### config.mk
export PLATFORM = sky130hd
export DESIGN_NAME = pufSessionTop
export DESIGN_NICKNAME = d
export VERILOG_FILES = /design/src/hdl/pufSessionPkg.sv /design/src/hdl/sessionConfig.sv /design/src/hdl/challengeLoader.sv /design/src/hdl/evaluationUnit.sv /design/src/hdl/sessionController.sv /design/src/hdl/pufSessionTop.sv
export VERILOG_INCLUDE_DIRS = /design/src /design/src/include
export SDC_FILE = /design/constraint.sdc
export NUM_CORES = 1
export LEC_CHECK = 0
export ABC_AREA = 0
export BUFFER_PORTS_ARGS = -buffer_cell sky130_fd_sc_hd__clkbuf_2
export CORE_AREA = 2 2 183 185
export DETAILED_ROUTE_END_ITERATION = 8
export DIE_AREA = 0 0 185 187
export PLACE_DENSITY_LB_ADDON = 0.3
export SYNTH_ARGS = -nofsm -noshare
export SYNTH_HDL_FRONTEND = slang
export SYNTH_SLANG_ARGS = --single-unit
### constraint.sdc
create_clock -name clk -period 2.9 [get_ports clk]
set_input_delay 0.145 -clock clk [delete_from_list [all_inputs] [get_ports clk]]
set_output_delay 0.145 -clock clk [all_outputs]
set_load 0.01 [all_outputs]
### src/include/pufSession_params.svh
`ifndef PUF_SESSION_PARAMS_SVH
`define PUF_SESSION_PARAMS_SVH

////////////////////////////////////////////////////////////
// Host interface widths
////////////////////////////////////////////////////////////

`define PUF_REG_DATA_W      32  // Parameter register word
`define PUF_REG_ADDR_W      8   // Parameter register address
`define PUF_INMEM_ADDR_W    17  // Input memory byte address
`define PUF_OUTMEM_ADDR_W   13  // Output and result memory byte address
`define PUF_BYTE_W          8   // One memory byte

////////////////////////////////////////////////////////////
// Session counts and lengths
////////////////////////////////////////////////////////////

`define PUF_CONFIG_BYTES    16  // Delay-line configuration bytes
`define PUF_RAW_RESPONSE_W  6   // Raw response from the engine
`define PUF_CALIB_WORD_W    16  // Raw response after zero extension
`define PUF_CALIB_WAIT      10  // Cycles from trigger to capture

// Bytes copied from the result memory in the test modes
`define PUF_RESULT_LENGTH   64

// Operation mode codes held in parameter register 0
`define PUF_MODE_CALIBRATE   0
`define PUF_MODE_TEMPERATURE 1

`endif

### src/hdl/pufSessionPkg.sv
`default_nettype none

`include "pufSession_params.svh"

package pufSessionPkg;

	////////////////////////////////////////////////////////////
	// Vector types
	////////////////////////////////////////////////////////////

	typedef logic [`PUF_REG_DATA_W-1:0] regData_t;         // Parameter register word
	typedef logic [`PUF_REG_ADDR_W-1:0] regAddr_t;         // Parameter register address
	typedef logic [`PUF_INMEM_ADDR_W-1:0] inAddr_t;        // Input memory address
	typedef logic [`PUF_OUTMEM_ADDR_W-1:0] outAddr_t;      // Output and result memory address
	typedef logic [`PUF_BYTE_W-1:0] dataByte_t;            // Memory byte
	typedef logic [`PUF_RAW_RESPONSE_W-1:0] rawResponse_t; // Engine raw response

	// Full delay-line configuration, byte i in bits 8i+7:8i
	typedef logic [`PUF_CONFIG_BYTES*`PUF_BYTE_W-1:0] pdlConfig_t;

	////////////////////////////////////////////////////////////
	// Enumerations
	////////////////////////////////////////////////////////////

	// Decoded operation mode
	typedef enum logic [1:0] {
		modeCalibrate,   // Trigger, wait, capture raw response
		modeTemperature, // Test run with temperature read
		modeNormal       // Plain test run
	} pufMode_t;

	// Session sequencer
	typedef enum logic [2:0] {
		stIdle,      // Waiting for the run flag
		stFetch,     // Reading the parameter registers
		stLoad,      // Reading the configuration bytes
		stEvaluate,  // Engine run and result write-back
		stWriteBack  // Results written, clearing the run flag
	} sessionState_t;

endpackage

`default_nettype wire

### src/hdl/sessionConfig.sv
`timescale 1ns/1ps
`default_nettype none

`include "pufSession_params.svh"

module sessionConfig (
	input wire logic clk,
	input wire logic reset,
	input wire logic fetchStart,                          // Pulse, start reading registers
	input wire logic register32CmdAck,                    // Accepts the request with req
	input wire logic register32ReadDataValid,             // One cycle per returned word
	input wire pufSessionPkg::regData_t register32ReadData,
	output logic register32CmdReq,
	output pufSessionPkg::regAddr_t register32Address,
	output logic fetchDone,                               // Pulse after the second word
	output pufSessionPkg::pufMode_t mode,
	output pufSessionPkg::regData_t pcChallenge,          // Register 1
	output logic readTemp                                 // Temperature test requested
);

	// Register 1 is the last one read
	localparam pufSessionPkg::regAddr_t LastAddress = pufSessionPkg::regAddr_t'(1);

	pufSessionPkg::regData_t modeWord; // Register 0 once both words are in
	logic wordCount;                   // Set after the first word returns

	////////////////////////////////////////////////////////////
	// Request side
	////////////////////////////////////////////////////////////

	always_ff @(posedge clk) begin
		if (reset) begin
			register32CmdReq <= 1'b0;
			register32Address <= '0;
		end else if (fetchStart) begin
			register32CmdReq <= 1'b1;
			register32Address <= '0;
		end else if (register32CmdReq && register32CmdAck) begin
			register32Address <= register32Address + 1'b1; // Next register on accept
			if (register32Address == LastAddress) begin
				register32CmdReq <= 1'b0; // Both reads issued
			end
		end
	end

	////////////////////////////////////////////////////////////
	// Return side, words shift through challenge into mode
	////////////////////////////////////////////////////////////

	always_ff @(posedge clk) begin
		if (reset) begin
			wordCount <= 1'b0;
			fetchDone <= 1'b0;
			modeWord <= '0;
		end else begin
			fetchDone <= 1'b0;
			if (fetchStart) begin
				wordCount <= 1'b0;
			end else if (register32ReadDataValid) begin
				modeWord <= pcChallenge;  // Previous word moves down
				wordCount <= 1'b1;
				fetchDone <= wordCount;   // Second word closes the fetch
			end
		end
	end

	always_ff @(posedge clk) begin
		if (register32ReadDataValid) begin
			pcChallenge <= register32ReadData;
		end
	end

	// Mode decode, anything above the two codes runs a normal test
	always_comb begin
		if (modeWord == pufSessionPkg::regData_t'(`PUF_MODE_CALIBRATE)) begin
			mode = pufSessionPkg::modeCalibrate;
		end else if (modeWord == pufSessionPkg::regData_t'(`PUF_MODE_TEMPERATURE)) begin
			mode = pufSessionPkg::modeTemperature;
		end else begin
			mode = pufSessionPkg::modeNormal;
		end
	end

	assign readTemp = (mode == pufSessionPkg::modeTemperature); // Engine input

	// A pending request waits for its accept
	reqHeldUntilAccept: assert property (@(posedge clk) disable iff (reset)
		register32CmdReq && !register32CmdAck |=> register32CmdReq);

endmodule

`default_nettype wire

### src/hdl/challengeLoader.sv
`timescale 1ns/1ps
`default_nettype none

`include "pufSession_params.svh"

module challengeLoader (
	input wire logic clk,
	input wire logic reset,
	input wire logic loadStart,                           // Pulse, start the byte reads
	input wire logic inputMemoryReadAck,
	input wire logic inputMemoryReadDataValid,
	input wire pufSessionPkg::dataByte_t inputMemoryReadData,
	output logic inputMemoryReadReq,
	output pufSessionPkg::inAddr_t inputMemoryReadAdd,
	output logic loadDone,                                // Pulse after the last byte
	output pufSessionPkg::pdlConfig_t pdlConfig
);

	localparam int ByteIdxW = $clog2(`PUF_CONFIG_BYTES);
	localparam logic [ByteIdxW-1:0] LastByte = ByteIdxW'(`PUF_CONFIG_BYTES - 1);

	logic [ByteIdxW-1:0] byteIndex; // Byte currently in flight
	logic readPending;              // Accepted, data not yet back

	////////////////////////////////////////////////////////////
	// One read at a time
	////////////////////////////////////////////////////////////

	always_ff @(posedge clk) begin
		if (reset) begin
			inputMemoryReadReq <= 1'b0;
			inputMemoryReadAdd <= '0;
			readPending <= 1'b0;
			byteIndex <= '0;
			loadDone <= 1'b0;
		end else begin
			loadDone <= 1'b0;
			if (loadStart) begin
				inputMemoryReadReq <= 1'b1;
				inputMemoryReadAdd <= '0;
				byteIndex <= '0;
			end else if (inputMemoryReadReq && inputMemoryReadAck) begin
				inputMemoryReadReq <= 1'b0; // Drop until the byte returns
				readPending <= 1'b1;
			end else if (readPending && inputMemoryReadDataValid) begin
				readPending <= 1'b0;
				if (byteIndex == LastByte) begin
					loadDone <= 1'b1;
				end else begin
					// Next address goes out with a fresh request
					byteIndex <= byteIndex + 1'b1;
					inputMemoryReadAdd <= inputMemoryReadAdd + 1'b1;
					inputMemoryReadReq <= 1'b1;
				end
			end
		end
	end

	// Byte i lands little-end first in the configuration
	always_ff @(posedge clk) begin
		if (readPending && inputMemoryReadDataValid) begin
			pdlConfig[byteIndex * `PUF_BYTE_W +: `PUF_BYTE_W] <= inputMemoryReadData;
		end
	end

	// Memory sees at most one outstanding read
	singleOutstanding: assert property (@(posedge clk) disable iff (reset)
		readPending |-> !inputMemoryReadReq);

endmodule

`default_nettype wire

### src/hdl/evaluationUnit.sv
`timescale 1ns/1ps
`default_nettype none

`include "pufSession_params.svh"

module evaluationUnit (
	input wire logic clk,
	input wire logic reset,
	input wire logic evalStart,                           // Pulse from the controller
	input wire pufSessionPkg::pufMode_t mode,
	input wire pufSessionPkg::rawResponse_t rawResponse,
	input wire logic testDone,                            // Engine finished a test run
	input wire pufSessionPkg::dataByte_t resultData,      // Valid one cycle after the address
	input wire logic outputMemoryWriteAck,
	output logic calibTrigger,                            // One-cycle pulse
	output logic testStart,                               // Level until testDone
	output pufSessionPkg::outAddr_t resultAddr,
	output logic outputMemoryWriteReq,
	output pufSessionPkg::outAddr_t outputMemoryWriteAdd,
	output pufSessionPkg::dataByte_t outputMemoryWriteData,
	output logic evalDone                                 // Pulse after the last write
);

	localparam int WaitW = $clog2(`PUF_CALIB_WAIT + 1);
	localparam logic [WaitW-1:0] CalibWait = WaitW'(`PUF_CALIB_WAIT);

	typedef enum logic [2:0] {
		evIdle,      // Waiting for evalStart
		evCalibWait, // Counting from trigger to capture
		evTestRun,   // testStart held, waiting for done
		evRead,      // Result address on the bus
		evCapture,   // Result byte valid
		evWrite      // Write request pending
	} evalState_t;

	evalState_t state;
	logic [WaitW-1:0] waitCount;                      // Cycles since the trigger
	logic [`PUF_CALIB_WORD_W-1:0] rawExtended;         // Zero-extended raw response
	pufSessionPkg::dataByte_t calibLowByte;            // Second calibration byte
	pufSessionPkg::outAddr_t lastAddr;                 // Address of the final write
	logic captureNow;
	logic writeAccept;

	assign rawExtended = `PUF_CALIB_WORD_W'(rawResponse);
	assign captureNow = (state == evCalibWait) && (waitCount == CalibWait);
	assign writeAccept = outputMemoryWriteReq && outputMemoryWriteAck;

	// Two bytes in calibration, the result block otherwise
	always_comb begin
		if (mode == pufSessionPkg::modeCalibrate) begin
			lastAddr = pufSessionPkg::outAddr_t'(1);
		end else begin
			lastAddr = pufSessionPkg::outAddr_t'(`PUF_RESULT_LENGTH - 1);
		end
	end

	////////////////////////////////////////////////////////////
	// Control
	////////////////////////////////////////////////////////////

	always_ff @(posedge clk) begin
		if (reset) begin
			state <= evIdle;
			calibTrigger <= 1'b0;
			testStart <= 1'b0;
			outputMemoryWriteReq <= 1'b0;
			outputMemoryWriteAdd <= '0;
			resultAddr <= '0;
			waitCount <= '0;
			evalDone <= 1'b0;
		end else begin
			calibTrigger <= 1'b0;
			evalDone <= 1'b0;
			case (state)
				evIdle: begin
					if (evalStart) begin
						waitCount <= '0;
						outputMemoryWriteAdd <= '0;
						resultAddr <= '0;
						if (mode == pufSessionPkg::modeCalibrate) begin
							calibTrigger <= 1'b1;
							state <= evCalibWait;
						end else begin
							testStart <= 1'b1;
							state <= evTestRun;
						end
					end
				end
				evCalibWait: begin
					waitCount <= waitCount + 1'b1;
					if (captureNow) begin
						outputMemoryWriteReq <= 1'b1; // High byte first
						state <= evWrite;
					end
				end
				evTestRun: begin
					if (testDone) begin
						testStart <= 1'b0;
						state <= evRead;
					end
				end
				evRead: state <= evCapture;
				evCapture: begin
					outputMemoryWriteReq <= 1'b1;
					state <= evWrite;
				end
				evWrite: begin
					if (writeAccept && outputMemoryWriteAdd == lastAddr) begin
						outputMemoryWriteReq <= 1'b0;
						evalDone <= 1'b1;
						state <= evIdle;
					end else if (writeAccept) begin
						outputMemoryWriteAdd <= outputMemoryWriteAdd + 1'b1;
						if (mode != pufSessionPkg::modeCalibrate) begin
							// Fetch the next result byte before writing again
							outputMemoryWriteReq <= 1'b0;
							resultAddr <= resultAddr + 1'b1;
							state <= evRead;
						end
					end
				end
				default: state <= evIdle;
			endcase
		end
	end

	////////////////////////////////////////////////////////////
	// Write data
	////////////////////////////////////////////////////////////

	always_ff @(posedge clk) begin
		if (captureNow) begin
			outputMemoryWriteData <= rawExtended[`PUF_CALIB_WORD_W-1:`PUF_BYTE_W];
			calibLowByte <= rawExtended[`PUF_BYTE_W-1:0];
		end else if (state == evCapture) begin
			outputMemoryWriteData <= resultData;
		end else if (writeAccept && mode == pufSessionPkg::modeCalibrate) begin
			outputMemoryWriteData <= calibLowByte;
		end
	end

	// The engine sees a single trigger per calibration
	triggerOneCycle: assert property (@(posedge clk) disable iff (reset)
		calibTrigger |=> !calibTrigger);

endmodule

`default_nettype wire

### src/hdl/sessionController.sv
`timescale 1ns/1ps
`default_nettype none

module sessionController (
	input wire logic clk,
	input wire logic reset,
	input wire logic userRunValue, // Host run flag
	input wire logic fetchDone,
	input wire logic loadDone,
	input wire logic evalDone,
	output logic userRunClear,     // One-cycle pulse ending the session
	output logic fetchStart,
	output logic loadStart,
	output logic evalStart
);

	pufSessionPkg::sessionState_t state;

	////////////////////////////////////////////////////////////
	// Session sequence
	////////////////////////////////////////////////////////////

	always_ff @(posedge clk) begin
		if (reset) begin
			state <= pufSessionPkg::stIdle;
			userRunClear <= 1'b0;
			fetchStart <= 1'b0;
			loadStart <= 1'b0;
			evalStart <= 1'b0;
		end else begin
			// Strobes last a single cycle
			fetchStart <= 1'b0;
			loadStart <= 1'b0;
			evalStart <= 1'b0;
			userRunClear <= 1'b0;
			case (state)
				pufSessionPkg::stIdle: begin
					if (userRunValue && !userRunClear) begin
						fetchStart <= 1'b1;
						state <= pufSessionPkg::stFetch;
					end
				end
				pufSessionPkg::stFetch: begin
					if (fetchDone) begin
						loadStart <= 1'b1; // Mode and challenge in place
						state <= pufSessionPkg::stLoad;
					end
				end
				pufSessionPkg::stLoad: begin
					if (loadDone) begin
						evalStart <= 1'b1; // Configuration complete
						state <= pufSessionPkg::stEvaluate;
					end
				end
				pufSessionPkg::stEvaluate: begin
					if (evalDone) begin
						userRunClear <= 1'b1;
						state <= pufSessionPkg::stWriteBack;
					end
				end
				pufSessionPkg::stWriteBack: state <= pufSessionPkg::stIdle; // Clear pulse out
				default: state <= pufSessionPkg::stIdle;
			endcase
		end
	end

	// Host run register is cleared by a single pulse
	runClearPulse: assert property (@(posedge clk) disable iff (reset)
		userRunClear |=> !userRunClear);

endmodule

`default_nettype wire

### src/hdl/pufSessionTop.sv
`timescale 1ns/1ps
`default_nettype none

module pufSessionTop (
	input wire logic clk,
	input wire logic reset,
	input wire logic userRunValue,
	output logic userRunClear,
	// Parameter register file
	output logic register32CmdReq,
	input wire logic register32CmdAck,
	output pufSessionPkg::regAddr_t register32Address,
	input wire logic register32ReadDataValid,
	input wire pufSessionPkg::regData_t register32ReadData,
	// Input memory
	output logic inputMemoryReadReq,
	input wire logic inputMemoryReadAck,
	output pufSessionPkg::inAddr_t inputMemoryReadAdd,
	input wire logic inputMemoryReadDataValid,
	input wire pufSessionPkg::dataByte_t inputMemoryReadData,
	// Output memory
	output logic outputMemoryWriteReq,
	input wire logic outputMemoryWriteAck,
	output pufSessionPkg::outAddr_t outputMemoryWriteAdd,
	output pufSessionPkg::dataByte_t outputMemoryWriteData,
	// PUF engine
	output pufSessionPkg::pdlConfig_t pdlConfig,
	output pufSessionPkg::regData_t pcChallenge,
	output logic readTemp,
	output logic calibTrigger,
	output logic testStart,
	input wire pufSessionPkg::rawResponse_t rawResponse,
	input wire logic testDone,
	// Result memory read port
	output pufSessionPkg::outAddr_t resultAddr,
	input wire pufSessionPkg::dataByte_t resultData
);

	// Controller strobes and their answers
	logic fetchStart, loadStart, evalStart;
	logic fetchDone, loadDone, evalDone;
	pufSessionPkg::pufMode_t mode; // From the config block to the evaluator

	sessionController controller0 (.clk, .reset, .userRunValue, .fetchDone, .loadDone,
		.evalDone, .userRunClear, .fetchStart, .loadStart, .evalStart);

	sessionConfig config0 (.clk, .reset, .fetchStart, .register32CmdAck,
		.register32ReadDataValid, .register32ReadData, .register32CmdReq,
		.register32Address, .fetchDone, .mode, .pcChallenge, .readTemp);

	challengeLoader loader0 (.clk, .reset, .loadStart, .inputMemoryReadAck,
		.inputMemoryReadDataValid, .inputMemoryReadData, .inputMemoryReadReq,
		.inputMemoryReadAdd, .loadDone, .pdlConfig);

	evaluationUnit eval0 (.clk, .reset, .evalStart, .mode, .rawResponse, .testDone,
		.resultData, .outputMemoryWriteAck, .calibTrigger, .testStart, .resultAddr,
		.outputMemoryWriteReq, .outputMemoryWriteAdd, .outputMemoryWriteData, .evalDone);

endmodule

`default_nettype wire

# == Word-level counts from Yosys, hierarchy flattened ==
# Cells that the tools add are included.
# word_totals
reg_bits,285
inputBits,63
output_inout_bits,226
# classes
addsub,7
n_eq_ne,28
shifts,2
n_mux,54
n_bitwise,13
n_reduce_logical,45
# ops
cell,count
128-bit bitwise mux,1
"8-bit by 34-bit variable shift with 128-bit output, first input constant",1
8-bit by 34-bit indexed part select with 128-bit output,1
13-bit 2-to-1 mux,6
13-bit one-hot mux with 2 select lines,2
7-bit negator with 34-bit output,1
"32-bit by 1-bit equality test with 1-bit output, second input constant",1
32-bit zero test,1
3-bit 2-to-1 mux,10
"13-bit by 1-bit adder with 13-bit output, second input constant",2
1-bit 2-to-1 mux,23
3-bit one-hot mux with 6 select lines,1
"17-bit by 1-bit adder with 17-bit output, second input constant",1
8-bit 2-to-1 mux,2
4-bit AND reduction,4
2-bit nonzero test,8
"2-bit by 1-bit != test with 1-bit output, second input constant",7
2-bit OR reduction,7
13-bit by 6-bit equality test with 1-bit output,1
1-bit inverter,13
"3-bit by 2-bit equality test with 1-bit output, second input constant",4
3-bit one-hot mux with 4 select lines,1
2-bit AND reduction,5
5-bit AND reduction,2
24 further kinds,44

# == Depth between registers and ports, before layout ==
# depth
ltp_word,9
ltp_mapped,9
ltp_nobuf,7

# == Hierarchy ==
# Synthesis repeated with hierarchy kept, for this count alone.
# hier_totals
hier_cells,1017
hier_area_um2,11297.1
# modules_own_cells
module,n_inst,cells_each,area_per_inst_um2
challengeLoader,1,474,5963.2
sessionConfig,1,242,2635.0
evaluationUnit,1,280,2452.4
sessionController,1,21,246.5

# == Worst setup path after synthesis ==
# OpenSTA, ideal clock, no wires.
# synth_timing
path_kind,flip-flop to flip-flop
from,register loader0.byteIndex[2] (netlist name)
to,register loader0.pdlConfig[0] (enable)
setup_time_ns,0.395
arrival_time_ns,2.133
required_time_ns,2.505
path_slack_ns,0.372
stages_incl_launch_ff,9
n_path_buf,1
synth_period_minus_slack_ns,2.528
path_cell_list,dfxtp_1 inv_1 nand3_1 inv_1 ha_1 clkbuf_1 nor2b_1 nand2_1 nor4_1
# synth_rtl
item,line,rtl
"end signal, assigned by index",challengeLoader.sv:62,pdlConfig[byteIndex * `PUF_BYTE_W +: `PUF_BYTE_W] <= inputMemoryReadData;
"end, declared",challengeLoader.sv:16,output pufSessionPkg::pdlConfig_t pdlConfig

# == Worst setup path in the final report ==
# layout_timing
from,register config0.modeWord[12]
to,register eval0.outputMemoryWriteAdd[10]
# layout_between
elab_chain_cells,9
# layout_lines
item,line,rtl
"start, declared",sessionConfig.sv:24,pufSessionPkg::regData_t modeWord;
"start signal, assigned",sessionConfig.sv:60,modeWord <= pcChallenge;
32-bit by 1-bit equality test with 1-bit output,sessionConfig.sv:77,end else if (modeWord == pufSessionPkg::regData_t'(`PUF_MODE_TEMPERATURE)) begin
2-bit 2-to-1 mux,sessionConfig.sv:77,
2-bit 2-to-1 mux (*),sessionConfig.sv:75,if (modeWord == pufSessionPkg::regData_t'(`PUF_MODE_CALIBRATE)) begin
2-bit zero test (*),evaluationUnit.sv:50,if (mode == pufSessionPkg::modeCalibrate) begin
6-bit 2-to-1 mux (*),evaluationUnit.sv:50,
13-bit by 6-bit equality test with 1-bit output (*),evaluationUnit.sv:108,if (writeAccept && outputMemoryWriteAdd == lastAddr) begin
1-bit logical AND (*),evaluationUnit.sv:108,
2-bit != test (no line) (*),n/a,
4-bit AND reduction (no line) (*),n/a,
"end signal, assigned",evaluationUnit.sv:113,outputMemoryWriteAdd <= outputMemoryWriteAdd + 1'b1;
"end, declared",evaluationUnit.sv:19,"output pufSessionPkg::outAddr_t outputMemoryWriteAdd,"
# Every way passes the cells marked *; elsewhere a longest branch is shown, timed or not.
# A chain may end at the register's enable or synchronous reset.

==> flow_metrics.env <==
export IMPL_status="complete, no violations"
export IMPL_synth_yosys_seq_area_share=0.654
export IMPL_p_per_area_mw_per_mm2=614
export IMPL_route_vias_total=8635
export IMPL_place_gp_congestion=0.768
export IMPL_netlist_area_sq_mm=0.0113
export IMPL_r2r_cells=6
export IMPL_grt_pass1_vias=8325
export IMPL_grtUsageMet2=0.275
export IMPL_dieWidth_um=185
export IMPL_final_hold_violation_count=0
export IMPL_cts_sinks=285
export IMPL_cts_buffers_inserted=34
export IMPL_tightestPinTransition_ns=0.653
export IMPL_setup_violations_final=0
export IMPL_layout_drive_gt1_share=0.292
export IMPL_coreArea_sq_mm=0.0329
export IMPL_cp_max_fo=19
export IMPL_crit_type="reg2reg"
export IMPL_nets=1454
export IMPL_final_common_cell="clkbuf_2"
export IMPL_fmax_mhz=384
export IMPL_ant_nets=0
export IMPL_min_period_over_period=0.899
export IMPL_ys_ff_latch=285
export IMPL_met3_usage=0.0423
export IMPL_post_cts_setup_buffers=0
export IMPL_grt_usage=0.162
export IMPL_worst_hold_path_type="in2reg"
export IMPL_cts_root_buf="clkbuf_16"
export IMPL_wl_per_cell_um=15.5
export IMPL_setup_slack_ns=0.294
export IMPL_synth_net_count=1087
export IMPL_synth_adder_area_share=0.0111
export IMPL_synth_xor_area_frac=0.0280
export IMPL_rsz0062_at_grt="false"
export IMPL_synth_top_family_by_area="simple AND/OR/NAND/NOR gates"
export IMPL_place_hpwl_mm=20.3
export IMPL_placementRows=67
export IMPL_synthMuxAreaShare=0.00855
export IMPL_drv_cap=0
export IMPL_start_util=0.343
export IMPL_grt_antenna_before_repair=1
export IMPL_finalClockSkew_ns=0.0226
export IMPL_synth_flop_cell="edfxtp_1"
export IMPL_regToRegStartpoint="config0.modeWord[12]$_SDFFE_PP0P_"
export IMPL_crit_path_end_kind="flip-flop"
export IMPL_dr_pass1_iters=5
export IMPL_htree_levels=2
export IMPL_ctsResizeCount=0
export IMPL_hp_start="userRunValue"
export IMPL_arrival_ns=3.04
export IMPL_clk_pin_slew_ns=0.06
export IMPL_crit_path_start_kind="flip-flop"
export IMPL_cts_tree="yes"
export IMPL_viasPerCell=4.65
export IMPL_met1_usage=0.207
export IMPL_grt_ovfl_total=0
export IMPL_holdBufCountCts=50
export IMPL_leakagePower_nw=5.57
export IMPL_n_fill_cell=3083
export IMPL_wl_mm=28.8
export IMPL_finalCriticalPeriod_ns=2.61
export IMPL_drv_slew=0
export IMPL_first_iter_violations=346
export IMPL_cts_buffer_depth=3
export IMPL_port_buffers=288
export IMPL_yosys_warnings=0
export IMPL_place_ws_ns=0.319
export IMPL_worstReg2RegEnd="eval0.outputMemoryWriteAdd[10]$_SDFFE_PP0P_"
export IMPL_synth_compound_area_frac=0.0659
export IMPL_yosys_area_share_simple=0.210
export IMPL_busiest_layer="met2"
export IMPL_crit_path_end="eval0.outputMemoryWriteAdd[10]$_SDFFE_PP0P_"
export IMPL_grt_max_degree=34
export IMPL_ir_drop_mv=0.523
export IMPL_setup_tns_ns=0
export IMPL_die_h_um=187
export IMPL_crit_required_ns=3.33
export IMPL_grt_pass1_wl_mm=45.0
export IMPL_syn_avg_cell_area_sq_um=11.1
export IMPL_syn2layout_area_growth_pct=33.1
export IMPL_max_slew_margin=0.563
export IMPL_rrSetupSlack_ns=0.29
export IMPL_dieArea_sq_mm=0.0346
export IMPL_setup_worst_path_start="config0.modeWord[12]$_SDFFE_PP0P_"
export IMPL_synth_edff_count=166
export IMPL_synth_cell_types=59
export IMPL_io_pins=289
export IMPL_synth_cells=1014
export IMPL_async_reset_ff_frac=0
export IMPL_drc=0
export IMPL_layout_common_cells="288 x clkbuf_2, 166 x edfxtp_1, 163 x nor2_1"
export IMPL_clk_latency_ns=0.51
## metal layers
layer  part of all wire  routed length, um
met1               0.43              12400
met2               0.47              13600
met3              0.077               2200
met4              0.020                571
met5                  0                  0
## registers in the layout, summed over array words and instances (netlist names), 3 cells and up
name	cells
config0.modeWord	32
loader0.inputMemoryReadAdd	17
eval0.outputMemoryWriteAdd	13
config0.pcChallenge	32
loader0.pdlConfig	128
eval0.state	3
eval0.waitCount	4
eval0.outputMemoryWriteData	8
eval0.calibLowByte	6
eval0.resultAddr	13
config0.register32Address	8
loader0.byteIndex	4
controller0.state	3
## kinds of logic after synthesis
family	Yosys count
AO/OA/AOI/OAI	121
XOR/XNOR	36
adder cells (fa/ha/maj)	10
buffers and inverters	59
flip-flops	285
multiplexers	9
AND/OR/NAND/NOR	494
## worst min path at each step
stage	cells after the start	slack, ns	to
3_3_place_gp	1	0.32	config0.pcChallenge[27]$_DFFE_PP_
3_5_place_dp	1	0.32	config0.pcChallenge[5]$_DFFE_PP_
2_1_floorplan	0	0.24	config0.pcChallenge[0]$_DFFE_PP_
4_1_cts	4	0.02	eval0.outputMemoryWriteReq$_SDFFE_PP0P_
5_1_grt	3	0.04	controller0.fetchStart$_SDFF_PP0_
6_report	3	0.04	controller0.fetchStart$_SDFF_PP0_
## layout make-up
type	count	area (sq um)	share of cell area
clock inverters	14	148	0.00984
multi-input cells	670	3650	0.243
flip-flops and latches	285	7370	0.491
clock buffers	48	986	0.0657
diodes	1	2.50	0.000167
repair buffers	377	2230	0.149
inverters	13	48.8	0.00325
well taps	448	561	0.0374
## critical path, stage by stage (launching register included)
cell,delay (ns)
dfxtp_1,0.31
nor4_1,0.36
nand4_1,0.26
o211ai_1,0.38
nand4_4,0.33
or4_2,0.74
a21oi_2,0.14
## cells in the mapped netlist (all sizes together), types with 4 or more instances
| cell | n | area (sq um) |
|---|---|---|
| o21ai | 16 | 80.1 |
| and3 | 9 | 56.3 |
| or3 | 15 | 95.1 |
| a211oi | 11 | 82.6 |
| dfxtp | 119 | 2380 |
| clkbuf | 39 | 156 |
| nor3 | 12 | 65.1 |
| and2 | 67 | 419 |
| a21oi | 69 | 383 |
| a31oi | 4 | 25.0 |
| nand4 | 13 | 96.3 |
| nor4 | 11 | 68.8 |
| inv | 13 | 48.8 |
| mux2i | 7 | 70.1 |
| nand2b | 8 | 50.1 |
| xor2 | 13 | 114 |
| or4 | 9 | 80.1 |
| nand3 | 23 | 120 |
| o31ai | 4 | 30.0 |
| edfxtp | 166 | 4980 |
| nand2 | 139 | 522 |
| or2 | 9 | 56.3 |
| nor2 | 163 | 612 |
| xnor2 | 23 | 201 |
| nor3b | 7 | 52.6 |
| ha | 10 | 125 |
| buf | 7 | 45.0 |
## report_power, final
| part | internal (mW) | switching [mW] | leakage [nW] |
|---|---|---|---|
| logic | 0.232 | 0.280 | 2.63 |
| clock network | 2.57 | 1.66 | 0.549 |
| registers | 4.38 | 0.0812 | 2.39 |
## metrics by stage
stage          instances  utilization  hold WS (ns)  cell area [sq um]  total power, mW
2_1_floorplan       1014            -         0.244              11300             4.77
6_report            1856        0.456        0.0402              15000             9.20
4_1_cts             1855        0.456        0.0165              15000             9.33
3_3_place_gp        1743        0.407         0.322              13400             5.00
5_1_grt             1856        0.456        0.0392              15000             9.57
3_5_place_dp        1743        0.407         0.324              13400             5.00
Note: power is estimated with default switching activity, not from simulation.
